===== config.mk =====
export PLATFORM = sky130hd
export DESIGN_NAME = calc_top
export DESIGN_NICKNAME = d
export VERILOG_FILES = /design/src/calc_pkg.sv /design/src/calc_regfile.sv /design/src/calc_issue.sv /design/src/calc_pipe_arith.sv /design/src/calc_div_count.sv /design/src/calc_div_datapath.sv /design/src/calc_div_ctrl.sv /design/src/calc_comp_pipe.sv /design/src/calc_top.sv
export SDC_FILE = /design/constraint.sdc
export NUM_CORES = 2
export LEC_CHECK = 0
export BUFFER_PORTS_ARGS = -buffer_cell sky130_fd_sc_hd__buf_4
export CORE_MARGIN = 10
export CORE_UTILIZATION = 35
export DETAILED_ROUTE_END_ITERATION = 8
export PLACE_DENSITY = 0.56
export SYNTH_ARGS = -nofsm -noshare
export SYNTH_HDL_FRONTEND = slang
export SYNTH_SLANG_ARGS = --single-unit
export TNS_END_PERCENT = 100

===== constraint.sdc =====
create_clock -name clk_i -period 13.2 [get_ports clk_i]
set_input_delay 1.98 -clock clk_i [delete_from_list [all_inputs] [get_ports clk_i]]
set_output_delay 1.98 -clock clk_i [all_outputs]
set_load 0.005 [all_outputs]

===== src/calc_pkg.sv =====
package calc_pkg;

  localparam int XLEN       = 32;
  localparam int REG_ADDR_W = 4;

  // Codes outside this list decode as no-ops
  typedef enum logic [3:0]
  {
    ADD    = 4'h0
    , SUB  = 4'h1
    , AND  = 4'h2
    , OR   = 4'h3
    , XOR  = 4'h4
    , ADDI = 4'h5
    , MUL  = 4'h6
    , DIVU = 4'h7
    , REMU = 4'h8
  } calc_op_e;

  // Register form and immediate form share opcode, rd and rs1
  typedef union packed
  {
    struct packed
    {
      calc_op_e              opcode;
      logic [REG_ADDR_W-1:0] rd;
      logic [REG_ADDR_W-1:0] rs1;
      logic [REG_ADDR_W-1:0] rs2;
      logic [15:0]           pad;
    } r;
    struct packed
    {
      calc_op_e              opcode;
      logic [REG_ADDR_W-1:0] rd;
      logic [REG_ADDR_W-1:0] rs1;
      logic [3:0]            pad;
      logic [15:0]           imm;
    } i;
  } calc_instr_u;

endpackage


===== src/calc_regfile.sv =====
`timescale 1ns/1ps

module calc_regfile
  import calc_pkg::*;
  #(parameter int NUM_REGS = 16)
  (input                          clk_i
   , input                        arst_n_i

   , input  [REG_ADDR_W-1:0]      rs1_addr_i
   , input  [REG_ADDR_W-1:0]      rs2_addr_i
   , output logic [XLEN-1:0]      rs1_data_o
   , output logic [XLEN-1:0]      rs2_data_o

   , input                        wr_en_i
   , input  [REG_ADDR_W-1:0]      wr_addr_i
   , input  [XLEN-1:0]            wr_data_i
   );

  logic [XLEN-1:0] regs_r [NUM_REGS];

  assign rs1_data_o = regs_r[rs1_addr_i];
  assign rs2_data_o = regs_r[rs2_addr_i];

  always_ff @(posedge clk_i or negedge arst_n_i)
    begin
      if (!arst_n_i)
        begin
          for (int i = 0; i < NUM_REGS; i++)
            begin
              regs_r[i] <= '0;
            end
        end
      else if (wr_en_i)
        begin
          regs_r[wr_addr_i] <= wr_data_i;
        end
    end

endmodule


===== src/calc_issue.sv =====
`timescale 1ns/1ps

module calc_issue
  import calc_pkg::*;
  (input                            clk_i
   , input                          arst_n_i

   , input                          dispatch_v_i
   , input  calc_instr_u            dispatch_instr_i
   , input                          div_idle_i
   , output logic                   dispatch_ready_o

   , output logic [REG_ADDR_W-1:0]  rs1_addr_o
   , output logic [REG_ADDR_W-1:0]  rs2_addr_o
   , input  [XLEN-1:0]              rf_rs1_i
   , input  [XLEN-1:0]              rf_rs2_i

   , input  [XLEN-1:0]              s0_result_i
   , input                          s1_v_i
   , input  [REG_ADDR_W-1:0]        s1_rd_i
   , input  [XLEN-1:0]              s1_data_i
   , input                          s2_v_i
   , input  [REG_ADDR_W-1:0]        s2_rd_i
   , input  [XLEN-1:0]              s2_data_i

   , output logic                   s0_v_o
   , output calc_op_e               s0_op_o
   , output logic [REG_ADDR_W-1:0]  s0_rd_o
   , output logic [XLEN-1:0]        s0_a_o
   , output logic [XLEN-1:0]        s0_b_o
   );

  calc_op_e              op;
  logic [REG_ADDR_W-1:0] rs1, rs2;
  logic                  reads_rs1, reads_rs2, is_imm;
  logic                  s0_alu_wr, s0_mul, hazard, accept;
  logic [XLEN-1:0]       rs1_val, rs2_val, imm_ext;

  logic                  s0_v_r;
  calc_op_e              s0_op_r;
  logic [REG_ADDR_W-1:0] s0_rd_r;
  logic [XLEN-1:0]       s0_a_r, s0_b_r;

  assign op        = dispatch_instr_i.r.opcode;
  assign rs1       = dispatch_instr_i.r.rs1;
  assign rs2       = dispatch_instr_i.r.rs2;
  assign imm_ext   = {{(XLEN-16){dispatch_instr_i.i.imm[15]}}, dispatch_instr_i.i.imm};
  assign is_imm    = (op == ADDI);
  assign reads_rs1 = (op inside {ADD, SUB, AND, OR, XOR, ADDI, MUL, DIVU, REMU});
  assign reads_rs2 = reads_rs1 & ~is_imm;

  assign rs1_addr_o = rs1;
  assign rs2_addr_o = rs2;

  // Only single-cycle results are ready in stage 0
  assign s0_alu_wr = s0_v_r & (s0_op_r inside {ADD, SUB, AND, OR, XOR, ADDI});
  assign s0_mul    = s0_v_r & (s0_op_r == MUL);

  // Youngest match wins
  assign rs1_val = (s0_alu_wr && s0_rd_r == rs1) ? s0_result_i
                 : (s1_v_i && s1_rd_i == rs1)    ? s1_data_i
                 : (s2_v_i && s2_rd_i == rs1)    ? s2_data_i
                 : rf_rs1_i;
  assign rs2_val = (s0_alu_wr && s0_rd_r == rs2) ? s0_result_i
                 : (s1_v_i && s1_rd_i == rs2)    ? s1_data_i
                 : (s2_v_i && s2_rd_i == rs2)    ? s2_data_i
                 : rf_rs2_i;

  assign hazard = s0_mul & ((reads_rs1 & (rs1 == s0_rd_r)) | (reads_rs2 & (rs2 == s0_rd_r)));
  assign dispatch_ready_o = div_idle_i & ~hazard;
  assign accept = dispatch_v_i & dispatch_ready_o;

  always_ff @(posedge clk_i or negedge arst_n_i)
    begin
      if (!arst_n_i)
        s0_v_r <= 1'b0;
      else
        s0_v_r <= accept;
    end

  always_ff @(posedge clk_i)
    begin
      s0_op_r <= op;
      s0_rd_r <= dispatch_instr_i.r.rd;
      s0_a_r  <= rs1_val;
      s0_b_r  <= is_imm ? imm_ext : rs2_val;
    end

  assign s0_v_o  = s0_v_r;
  assign s0_op_o = s0_op_r;
  assign s0_rd_o = s0_rd_r;
  assign s0_a_o  = s0_a_r;
  assign s0_b_o  = s0_b_r;

endmodule


===== src/calc_pipe_arith.sv =====
`timescale 1ns/1ps

module calc_pipe_arith
  import calc_pkg::*;
  (input                        clk_i
   , input                      arst_n_i

   , input  calc_op_e           s0_op_i
   , input  [XLEN-1:0]          s0_a_i
   , input  [XLEN-1:0]          s0_b_i

   , output logic [XLEN-1:0]    alu_result_o
   , output logic [XLEN-1:0]    mul_result_o
   );

  logic [XLEN-1:0] mul_r;

  always_comb
    begin
      case (s0_op_i)
        ADD, ADDI: alu_result_o = s0_a_i + s0_b_i;
        SUB:       alu_result_o = s0_a_i - s0_b_i;
        AND:       alu_result_o = s0_a_i & s0_b_i;
        OR:        alu_result_o = s0_a_i | s0_b_i;
        XOR:       alu_result_o = s0_a_i ^ s0_b_i;
        default:   alu_result_o = '0;
      endcase
    end

  // Low half of the product, ready one cycle after stage 0
  always_ff @(posedge clk_i or negedge arst_n_i)
    begin
      if (!arst_n_i)
        begin
          mul_r <= '0;
        end
      else if (s0_op_i == MUL)
        begin
          mul_r <= s0_a_i * s0_b_i;
        end
    end

  assign mul_result_o = mul_r;

endmodule


===== src/calc_div_count.sv =====
`timescale 1ns/1ps

module calc_div_count
  #(parameter int DIV_STEPS = 32)
  (input          clk_i
   , input        arst_n_i

   , input        load_i
   , input        step_i
   , output logic done_o
   );

  localparam int CNT_W = (DIV_STEPS > 1) ? $clog2(DIV_STEPS) : 1;
  localparam logic [CNT_W-1:0] LOAD_VAL = CNT_W'(DIV_STEPS - 1);

  logic [CNT_W-1:0] count_r;

  always_ff @(posedge clk_i or negedge arst_n_i)
    begin
      if (!arst_n_i)
        count_r <= '0;
      else if (load_i)
        count_r <= LOAD_VAL;
      else if (step_i && count_r != '0)
        count_r <= count_r - 1'b1;
    end

  // High during the last step
  assign done_o = (count_r == '0);

endmodule


===== src/calc_div_datapath.sv =====
`timescale 1ns/1ps

module calc_div_datapath
  import calc_pkg::*;
  (input                            clk_i
   , input                          arst_n_i

   , input                          load_i
   , input                          step_i
   , input  [XLEN-1:0]              dividend_i
   , input  [XLEN-1:0]              divisor_i
   , input  [REG_ADDR_W-1:0]        rd_i
   , input                          want_rem_i

   , output logic [XLEN-1:0]        result_o
   , output logic [REG_ADDR_W-1:0]  rd_o
   );

  logic [XLEN-1:0]       rem_r, quo_r, dvsr_r;
  logic [REG_ADDR_W-1:0] rd_r;
  logic                  want_rem_r;
  logic [XLEN:0]         rem_shift, diff;
  logic                  q_bit;

  // Top bit of diff is the borrow
  assign rem_shift = {rem_r, quo_r[XLEN-1]};
  assign diff      = rem_shift - {1'b0, dvsr_r};
  assign q_bit     = ~diff[XLEN];

  // A zero divisor never borrows, so the quotient fills with ones
  always_ff @(posedge clk_i)
    begin
      if (load_i)
        begin
          rem_r  <= '0;
          quo_r  <= dividend_i;
          dvsr_r <= divisor_i;
        end
      else if (step_i)
        begin
          rem_r <= q_bit ? diff[XLEN-1:0] : rem_shift[XLEN-1:0];
          quo_r <= {quo_r[XLEN-2:0], q_bit};
        end
    end

  always_ff @(posedge clk_i or negedge arst_n_i)
    begin
      if (!arst_n_i)
        begin
          rd_r       <= '0;
          want_rem_r <= 1'b0;
        end
      else if (load_i)
        begin
          rd_r       <= rd_i;
          want_rem_r <= want_rem_i;
        end
    end

  assign result_o = want_rem_r ? rem_r : quo_r;
  assign rd_o     = rd_r;

endmodule


===== src/calc_div_ctrl.sv =====
`timescale 1ns/1ps

module calc_div_ctrl
  (input          clk_i
   , input        arst_n_i

   , input        start_i
   , input        count_done_i
   , input        wb_yumi_i

   , output logic load_o
   , output logic step_o
   , output logic idle_o
   , output logic wb_v_o
   );

  localparam logic [1:0] ST_IDLE = 2'd0;
  localparam logic [1:0] ST_RUN  = 2'd1;
  localparam logic [1:0] ST_DONE = 2'd2;

  logic [1:0] state_r, state_n;

  always_comb
    begin
      state_n = state_r;
      case (state_r)
        ST_IDLE: if (start_i)      state_n = ST_RUN;
        ST_RUN:  if (count_done_i) state_n = ST_DONE;
        ST_DONE: if (wb_yumi_i)    state_n = ST_IDLE;
        default:                   state_n = ST_IDLE;
      endcase
    end

  always_ff @(posedge clk_i or negedge arst_n_i)
    begin
      if (!arst_n_i)
        state_r <= ST_IDLE;
      else
        state_r <= state_n;
    end

  assign load_o = (state_r == ST_IDLE) & start_i;
  assign step_o = (state_r == ST_RUN);
  // Busy already while the divide waits in stage 0
  assign idle_o = (state_r == ST_IDLE) & ~start_i;
  assign wb_v_o = (state_r == ST_DONE);

endmodule


===== src/calc_comp_pipe.sv =====
`timescale 1ns/1ps

module calc_comp_pipe
  import calc_pkg::*;
  (input                            clk_i
   , input                          arst_n_i

   , input                          s0_v_i
   , input  calc_op_e               s0_op_i
   , input  [REG_ADDR_W-1:0]        s0_rd_i
   , input  [XLEN-1:0]              alu_result_i
   , input  [XLEN-1:0]              mul_result_i

   , output logic                   s1_v_o
   , output logic [REG_ADDR_W-1:0]  s1_rd_o
   , output logic [XLEN-1:0]        s1_data_o
   , output logic                   s2_v_o
   , output logic [REG_ADDR_W-1:0]  s2_rd_o
   , output logic [XLEN-1:0]        s2_data_o
   );

  logic                  s1_v_r, s1_mul_r, s2_v_r;
  logic [REG_ADDR_W-1:0] s1_rd_r, s2_rd_r;
  logic [XLEN-1:0]       s1_data_r, s2_data_r;
  logic                  s1_v_n;

  // Divides leave through the late writeback, no-ops write nothing
  assign s1_v_n = s0_v_i & (s0_op_i inside {ADD, SUB, AND, OR, XOR, ADDI, MUL});

  always_ff @(posedge clk_i or negedge arst_n_i)
    begin
      if (!arst_n_i)
        begin
          s1_v_r   <= 1'b0;
          s1_mul_r <= 1'b0;
          s2_v_r   <= 1'b0;
        end
      else
        begin
          s1_v_r   <= s1_v_n;
          s1_mul_r <= s1_v_n & (s0_op_i == MUL);
          s2_v_r   <= s1_v_r;
        end
    end

  always_ff @(posedge clk_i)
    begin
      s1_rd_r   <= s0_rd_i;
      s1_data_r <= alu_result_i;
      s2_rd_r   <= s1_rd_r;
      s2_data_r <= s1_data_o;
    end

  // Product merges here so stage 1 forwards a ready value
  assign s1_data_o = s1_mul_r ? mul_result_i : s1_data_r;

  assign s1_v_o    = s1_v_r;
  assign s1_rd_o   = s1_rd_r;
  assign s2_v_o    = s2_v_r;
  assign s2_rd_o   = s2_rd_r;
  assign s2_data_o = s2_data_r;

endmodule


===== src/calc_top.sv =====
`timescale 1ns/1ps

module calc_top
  import calc_pkg::*;
  #(parameter int DIV_STEPS = 32
    , parameter int NUM_REGS = 16
    )
  (input                            clk_i
   , input                          arst_n_i

   , input                          dispatch_v_i
   , input  calc_instr_u            dispatch_instr_i
   , output logic                   dispatch_ready_o

   , output logic                   iwb_v_o
   , output logic [REG_ADDR_W-1:0]  iwb_addr_o
   , output logic [XLEN-1:0]        iwb_data_o

   , output logic                   div_wb_v_o
   , output logic [REG_ADDR_W-1:0]  div_wb_addr_o
   , output logic [XLEN-1:0]        div_wb_data_o
   , input                          div_wb_yumi_i
   );

  logic [REG_ADDR_W-1:0] rs1_addr, rs2_addr, s0_rd, s1_rd, s2_rd, rf_wr_addr;
  logic [XLEN-1:0]       rf_rs1, rf_rs2, rf_wr_data;
  logic [XLEN-1:0]       s0_a, s0_b, alu_result, mul_result, s1_data, s2_data;
  logic                  s0_v, s1_v, s2_v, rf_wr_en;
  calc_op_e              s0_op;
  logic                  div_start, div_load, div_step, div_idle, div_count_done;

  calc_issue issue
    (.clk_i(clk_i)
     ,.arst_n_i(arst_n_i)
     ,.dispatch_v_i(dispatch_v_i)
     ,.dispatch_instr_i(dispatch_instr_i)
     ,.div_idle_i(div_idle)
     ,.dispatch_ready_o(dispatch_ready_o)
     ,.rs1_addr_o(rs1_addr)
     ,.rs2_addr_o(rs2_addr)
     ,.rf_rs1_i(rf_rs1)
     ,.rf_rs2_i(rf_rs2)
     ,.s0_result_i(alu_result)
     ,.s1_v_i(s1_v)
     ,.s1_rd_i(s1_rd)
     ,.s1_data_i(s1_data)
     ,.s2_v_i(s2_v)
     ,.s2_rd_i(s2_rd)
     ,.s2_data_i(s2_data)
     ,.s0_v_o(s0_v)
     ,.s0_op_o(s0_op)
     ,.s0_rd_o(s0_rd)
     ,.s0_a_o(s0_a)
     ,.s0_b_o(s0_b)
     );

  calc_pipe_arith pipe_arith
    (.clk_i(clk_i)
     ,.arst_n_i(arst_n_i)
     ,.s0_op_i(s0_op)
     ,.s0_a_i(s0_a)
     ,.s0_b_i(s0_b)
     ,.alu_result_o(alu_result)
     ,.mul_result_o(mul_result)
     );

  calc_comp_pipe comp_pipe
    (.clk_i(clk_i)
     ,.arst_n_i(arst_n_i)
     ,.s0_v_i(s0_v)
     ,.s0_op_i(s0_op)
     ,.s0_rd_i(s0_rd)
     ,.alu_result_i(alu_result)
     ,.mul_result_i(mul_result)
     ,.s1_v_o(s1_v)
     ,.s1_rd_o(s1_rd)
     ,.s1_data_o(s1_data)
     ,.s2_v_o(s2_v)
     ,.s2_rd_o(s2_rd)
     ,.s2_data_o(s2_data)
     );

  // Long pipe for unsigned divide and remainder
  assign div_start = s0_v & (s0_op inside {DIVU, REMU});

  calc_div_ctrl div_ctrl
    (.clk_i(clk_i)
     ,.arst_n_i(arst_n_i)
     ,.start_i(div_start)
     ,.count_done_i(div_count_done)
     ,.wb_yumi_i(div_wb_yumi_i)
     ,.load_o(div_load)
     ,.step_o(div_step)
     ,.idle_o(div_idle)
     ,.wb_v_o(div_wb_v_o)
     );

  calc_div_count #(.DIV_STEPS(DIV_STEPS)) div_count
    (.clk_i(clk_i)
     ,.arst_n_i(arst_n_i)
     ,.load_i(div_load)
     ,.step_i(div_step)
     ,.done_o(div_count_done)
     );

  calc_div_datapath div_datapath
    (.clk_i(clk_i)
     ,.arst_n_i(arst_n_i)
     ,.load_i(div_load)
     ,.step_i(div_step)
     ,.dividend_i(s0_a)
     ,.divisor_i(s0_b)
     ,.rd_i(s0_rd)
     ,.want_rem_i(s0_op == REMU)
     ,.result_o(div_wb_data_o)
     ,.rd_o(div_wb_addr_o)
     );

  // Late writeback takes the write port in its yumi cycle
  assign rf_wr_en   = div_wb_yumi_i | s2_v;
  assign rf_wr_addr = div_wb_yumi_i ? div_wb_addr_o : s2_rd;
  assign rf_wr_data = div_wb_yumi_i ? div_wb_data_o : s2_data;

  calc_regfile #(.NUM_REGS(NUM_REGS)) regfile
    (.clk_i(clk_i)
     ,.arst_n_i(arst_n_i)
     ,.rs1_addr_i(rs1_addr)
     ,.rs2_addr_i(rs2_addr)
     ,.rs1_data_o(rf_rs1)
     ,.rs2_data_o(rf_rs2)
     ,.wr_en_i(rf_wr_en)
     ,.wr_addr_i(rf_wr_addr)
     ,.wr_data_i(rf_wr_data)
     );

  assign iwb_v_o    = s2_v;
  assign iwb_addr_o = s2_rd;
  assign iwb_data_o = s2_data;

endmodule


Word-level counts from Yosys, hierarchy flattened --
Index checks and enable logic that the tools add are counted.
Cells by class: add/subtract/negate cells 4, multipliers 1, div/mod/pow operators 0, order comparisons 4, eq/ne operators 29, shift operators 0, muxes and demuxes 30, bitwise gates (word level) 25, reductions and logical operators 21
Operators by type and width (count):
- $mux W32 | 18
- $bwmux W512 | 1
- $bmux W32 S4 | 2
- $pmux W32 S5 | 1
- $demux W32 S4 | 1
- $sub A33 B32 Y33 | 1
- $add A32 B32 Y32 | 1
- $and A32 B32 Y32 | 1
- $eq A4 B3 Y1 const B | 8
- $eq A4 B4 Y1 | 8
- $mul A32 B32 Y32 | 1
- $or A32 B32 Y32 | 1
- $sub A32 B32 Y32 | 1
- $xor A32 B32 Y32 | 1
- $eq A4 B2 Y1 const B | 4
- $ge A5 B5 Y1 const B | 3
- $not A4 Y5 | 3
- $and A1 B1 Y1 | 13
- $mux W5 | 2
- $reduce_bool A9 Y1 | 1
- $eq A4 B1 Y1 const B | 2
- $eq A4 B4 Y1 const B | 2
- $logic_and A1 B1 Y1 | 8
- $logic_not A4 Y1 | 2
- 19 further kinds | 28
Storage, ports and cells: flip-flop bits (word level) 800, latch bits 0, memory bits (writable) 0, ROM bits 0, input port bits 36, output and inout port bits 75, word-level logic and storage cells 150, memories kept 0

Depth between registers and ports, before layout --
depth in word-level cells 9, gate-level depth with buffers 29, gate-level depth less buffers 27

Modules after synthesis --
Synthesis repeated with hierarchy kept, for this count alone.
Second synthesis, totals: cell total of the unflattened synthesis 5372, area, all modules 60100.1 um^2
Modules (own cells, without submodules):
- calc_regfile | times used 1, cells each 1675, area each 26452.9 um^2
- calc_pipe_arith | times used 1, cells each 2393, area each 20031.7 um^2
- calc_div_datapath | times used 1, cells each 561, area each 6249.7 um^2
- calc_issue | times used 1, cells each 549, area each 4284.1 um^2
- calc_comp_pipe | times used 1, cells each 115, area each 2082.0 um^2
- calc_top | times used 1, cells each 44, area each 624.3 um^2
- calc_div_count | times used 1, cells each 24, area each 270.3 um^2
- calc_div_ctrl | times used 1, cells each 11, area each 105.1 um^2

Worst setup path before layout --
No wires, ideal clock.
kind register to register, start register issue.s0_b_r[3], in the netlist issue.s0_b_o[3], end register pipe_arith.mul_r[31], in the netlist pipe_arith.mul_result_o[31], library setup time 0.130 ns, arrival 6.953 ns, slack 6.117 ns, cell stages (with the launch flop) 28, buffers on the path 2, clock period less this slack 7.083 ns, path through dfxtp_1 inv_1 clkbuf_1 clkbuf_1 nor2_1 fa_1 inv_1 fa_1 fa_1 fa_1 inv_1 fa_1 inv_1 fa_1 inv_1 fa_1 fa_1 ha_1 nand2_1 nor3_1 or3b_2 o41ai_1 o41ai_2 o21ai_1 a21o_1 a21oi_1 xnor2_1 o21ai_1
On the way: cells in the longest elaborated chain, start to end 1
RTL lines:
- from (decl) | RTL line calc_issue.sv:42 | logic [XLEN-1:0] s0_a_r, s0_b_r;
- from (signal assigned) | RTL line calc_issue.sv:86 | s0_b_r <= is_imm ? imm_ext : rs2_val;
- $mul A32 B32 Y32 | RTL line calc_pipe_arith.sv:39 | mul_r <= s0_a_i * s0_b_i;
- to (signal assigned) | RTL line calc_pipe_arith.sv:39
- to (decl) | RTL line calc_pipe_arith.sv:16 | logic [XLEN-1:0] mul_r;
No other way between the ends. A chain may end at the register's enable or synchronous reset.

Worst setup path in the final report --
start register issue.s0_a_r[4], in the netlist issue.s0_a_o[4], end register pipe_arith.mul_r[31], in the netlist pipe_arith.mul_result_o[31]
On the way: cells in the longest elaborated chain, start to end 1
RTL lines:
- from (decl) | RTL line calc_issue.sv:42
- from (signal assigned) | RTL line calc_issue.sv:85 | s0_a_r <= rs1_val;
- $mul A32 B32 Y32 | RTL line calc_pipe_arith.sv:39
No other way between the ends.

==> results.rst <==
.. list-table::
   :header-rows: 1

   * - Metric
     - Value
   * - Total of endpoints with negative setup slack in the final report
     - 0
   * - Mapped Avg Cell Area
     - about 10 sq um
   * - Cells resized by post-CTS repair
     - 0
   * - Count of cells along the worst hold path
     - 0
   * - Slowest stage delay, CP
     - 1.01 ns
   * - Signed area change from the synthesized netlist to the final layout
     - 10.5%
   * - Rows
     - approximately 150
   * - # fillers
     - approximately 16,000
   * - Final core utilization
     - between 30% and 40%
   * - Class of the worst hold path
     - reg2reg
   * - Top cell type's share of synthesized area
     - 24.2%
   * - Pre-CTS setup slack
     - 4.85 ns
   * - Cell taking the most area after synthesis
     - dfrtp_1
   * - Share of the cycle needed by the critical path after routing
     - approximately two thirds
   * - Post-synthesis async set-or-reset flop share
     - 70.0%
   * - Final WL
     - 207,000 microns
   * - Count of yosys warnings during synthesis
     - 0
   * - Iter 0 DRT Violations
     - around 4,700
   * - DRC Markers
     - 0
   * - Number of nets with antenna violations after routing
     - 0
   * - Port bufs
     - 110
   * - Maximum buffer depth of the clock tree
     - 3
   * - Number of enable-type register cells in the synthesized netlist
     - 64
   * - Highest routed layer
     - met5
   * - Area of the die
     - approximately 0.18 sq mm
   * - Logic depth of the worst register-to-register path
     - 28
   * - Worst Slack Setup Final
     - around 4.6 ns
   * - Final total power
     - about 19 mW
   * - Origin of the critical flop-to-flop path
     - issue.s0_a_o[4]$_DFF_P_
   * - Final #Nets
     - ~6,400
   * - DR WL met3
     - between 15,000 and 20,000 microns
   * - Count of TritonRoute iterations in the first routing pass
     - 9
   * - Number of maximum-capacitance violations
     - 0
   * - Max transition margin
     - a little over an eighth
   * - Sequential area share after synthesis
     - around 34%
   * - Post-DR vias/cell
     - around 5.6
   * - Global-route wire length before repair
     - 306,000 microns
   * - Multi-input gate area
     - around 0.035 sq mm
   * - CP max FO
     - 15
   * - Library cell appearing most often on the critical path
     - fa_1
   * - Synth Register Bits
     - 800
   * - Fmax
     - 116 MHz
   * - Crit path DAT
     - just over 9 ns
   * - Wl on met1
     - 83,700 microns
   * - Beginning of the critical path
     - issue.s0_a_o[4]$_DFF_P_
   * - Number of buffers added to fix hold violations after cts
     - 0
   * - Data required, critical path
     - around 14 ns
   * - Startpoint type of the worst setup path
     - flop
   * - Fraction of final layout cells sized beyond drive strength 1
     - between 10% and 20%
   * - Minimum period implied by the final worst setup slack
     - ~8.6 ns
   * - Slew Viols, Final
     - 0
   * - Overall fraction of global-route tracks in use
     - 22.6%
   * - Die extent in y
     - roughly 430 microns
   * - Clock-pin transition on the worst setup and hold timing paths
     - approximately 0.060 ns
   * - Power Dens Cells
     - roughly 300 mW/mm^2
   * - Number of global-route vias before repair
     - about 45,000
   * - Run status
     - completed
   * - Total I/O pin count
     - ~110
   * - Top_reg_cell synth
     - dfrtp_1
   * - Synthesized instance count
     - around 5,700
   * - Worst setup path class
     - reg2reg
   * - CTS tree
     - built
   * - Insertion delay of the later-clocked pin in the worst-skew pair
     - 0.71 ns
   * - Hold path start
     - comp_pipe.s1_rd_o[0]$_DFF_P_
   * - Final hold viol count
     - 0
   * - Routed wirelength normalized by instance count
     - approximately 26 microns
   * - Die outline width
     - roughly 430 microns
   * - Setup tns final
     - 0 ns
   * - Clock root buffer master
     - clkbuf_16
   * - Leak Pwr
     - ~28 nW
   * - Vias
     - roughly 44,000
   * - Biggest area contributors in the synthesized netlist
     - dfrtp_1, fa_1, mux4_2
   * - Core ar.
     - between 0.15 and 0.2 sq mm
   * - WL met2
     - 93,100 microns
   * - Maximum number of pins on one net before global-route repair
     - ~170
   * - Net count after synthesis
     - between 6,000 and 7,000
   * - Half-perimeter wire length of the detailed placement result
     - 145,000 microns
   * - Most common cell after layout, fill and taps aside
     - nand2_1
   * - Commonest non-fill, non-tap cells in the layout
     - nand2_1, o21ai_0, dfrtp_1
   * - Total grt overflow
     - 0
   * - Seq. cell area
     - about 0.02 sq mm
   * - Count of different cell masters after synthesis
     - 93
   * - Final Wtd Congestion
     - about 1.0
   * - Layout Skew
     - about 0.036 ns
   * - Master of the slowest instance on the critical path
     - dfxtp_1
   * - Type of destination of the critical path
     - flop
   * - Antenna violations before repair
     - 16
   * - Number of buffers added by the clock tree synthesis step
     - roughly 90
   * - Level count of the clock H-tree
     - 3
   * - Post-CTS setup buffers
     - 0
   * - Measured slew at the worst slew-check pin
     - about 1.3 ns
   * - Clock net sink count
     - 800
   * - Synthesized area
     - 0.0578 sq mm
   * - Initial core utilization
     - between 30% and 40%
   * - Worst supply voltage drop on vdd
     - roughly 0.00036 V
   * - Setup repair after global routing missed its margin
     - false
## cells by family after synthesis
group                    after synthesis  synth area share [%]
buffers and inverters                898                  5.96
multiplexers                         512                  15.9
AND/OR/NAND/NOR                     1554                  10.9
XOR/XNOR                             189                  2.86
flip-flops                           800                  33.6
AO/OA/AOI/OAI                       1118                  11.1
adder cells (fa/ha/maj)              663                  19.7
## registers in the layout, summed over array words and instances, names as in the netlist, 4 cells and up
signal,count
comp_pipe.s1_data_r,32
comp_pipe.s1_rd_o,4
comp_pipe.s2_data_o,32
comp_pipe.s2_rd_o,4
div_count.count_r,5
div_datapath.dvsr_r,32
div_datapath.quo_r,32
div_datapath.rd_o,4
div_datapath.rem_r,32
issue.s0_a_o,32
issue.s0_b_o,32
issue.s0_op_o,4
issue.s0_rd_o,4
pipe_arith.mul_result_o,32
regfile.regs_r,512
## report_power, final
group	internal (mW)	switching, mW
Sequential	3.49	0.907
Combinational	4.62	7.25
Clock	1.46	1.11
Total	9.57	9.27
## cell type report
type                       instances  area share [%]
antenna                            1         0.00392
inverter                         509            2.99
clock inverter                    28           0.517
multi-input combinational       4036            54.9
sequential                       800            30.4
timing repair buffer             227            2.77
tap                             2189            4.29
clock buffer                     132            4.12
## critical path, delay by kind of cell, from the launching register on
family / cells / cell delay [ns]
xor gates and xnor gates: 1 / 0.14
adders and majority gates: 9 / 3.84
AOI/OAI and AO/OA: 8 / 1.95
DFF: 1 / 1.01
buffers and inverters: 8 / 1.24
and+or+nand+nor: 2 / 0.23
## cells in the mapped netlist (all sizes together), types with 8 or more instances
cell	number
nor3	27
o211ai	12
inv	491
clkbuf	319
a221oi	8
nand3	31
a21oi	131
nand2	1005
a22oi	24
mux4	320
and3	13
dfxtp	176
edfxtp	64
mux2i	128
o41ai	10
o221ai	18
nor4	8
nor2b	12
nand2b	19
o21ai	737
xor2	55
fa	410
a211oi	40
mux2	64
dfrtp	560
nand4	11
a21o	32
o21bai	16
xnor2	134
buf	70
ha	253
nor2	385
clkinv	18
a31oi	13
o21a	16
o31ai	10
## path summary, 6_finish.rpt
| path | slack, ns | end |
|---|---|---|
| max | 4.61 | pipe_arith.mul_result_o[31]$_DFFE_PN0N_ |
| min | 0.40 | comp_pipe.s2_rd_o[0]$_DFF_P_ |
| max reg2reg | 4.61 | pipe_arith.mul_result_o[31]$_DFFE_PN0N_ |
| min reg2reg | 0.40 | comp_pipe.s2_rd_o[0]$_DFF_P_ |
| max in group asynchronous | 9.62 | regfile.regs_r[445]$_DFFE_PN0P_ |
| min in group asynchronous | 1.34 | regfile.regs_r[16]$_DFFE_PN0P_ |
## layer usage
metal | GRT usage (%) | vias up
li1 | - | 19335
met1 | 29.5 | 22316
met2 | 35.1 | 1873
met3 | 5.54 | 535
met4 | 10.5 | 18
met5 | 0 | -
## per-stage QoR
step	std cells	hold slack, ns	cell area [sq um]
finish	7922	0.398	63900
detailed placement	7761	0.387	60900
global route	7921	0.405	63900
global placement	7761	0.382	60900
floorplan	5734	0.373	57800
CTS	7921	0.396	63900
Note: power is estimated with default switching activity, not from simulation.
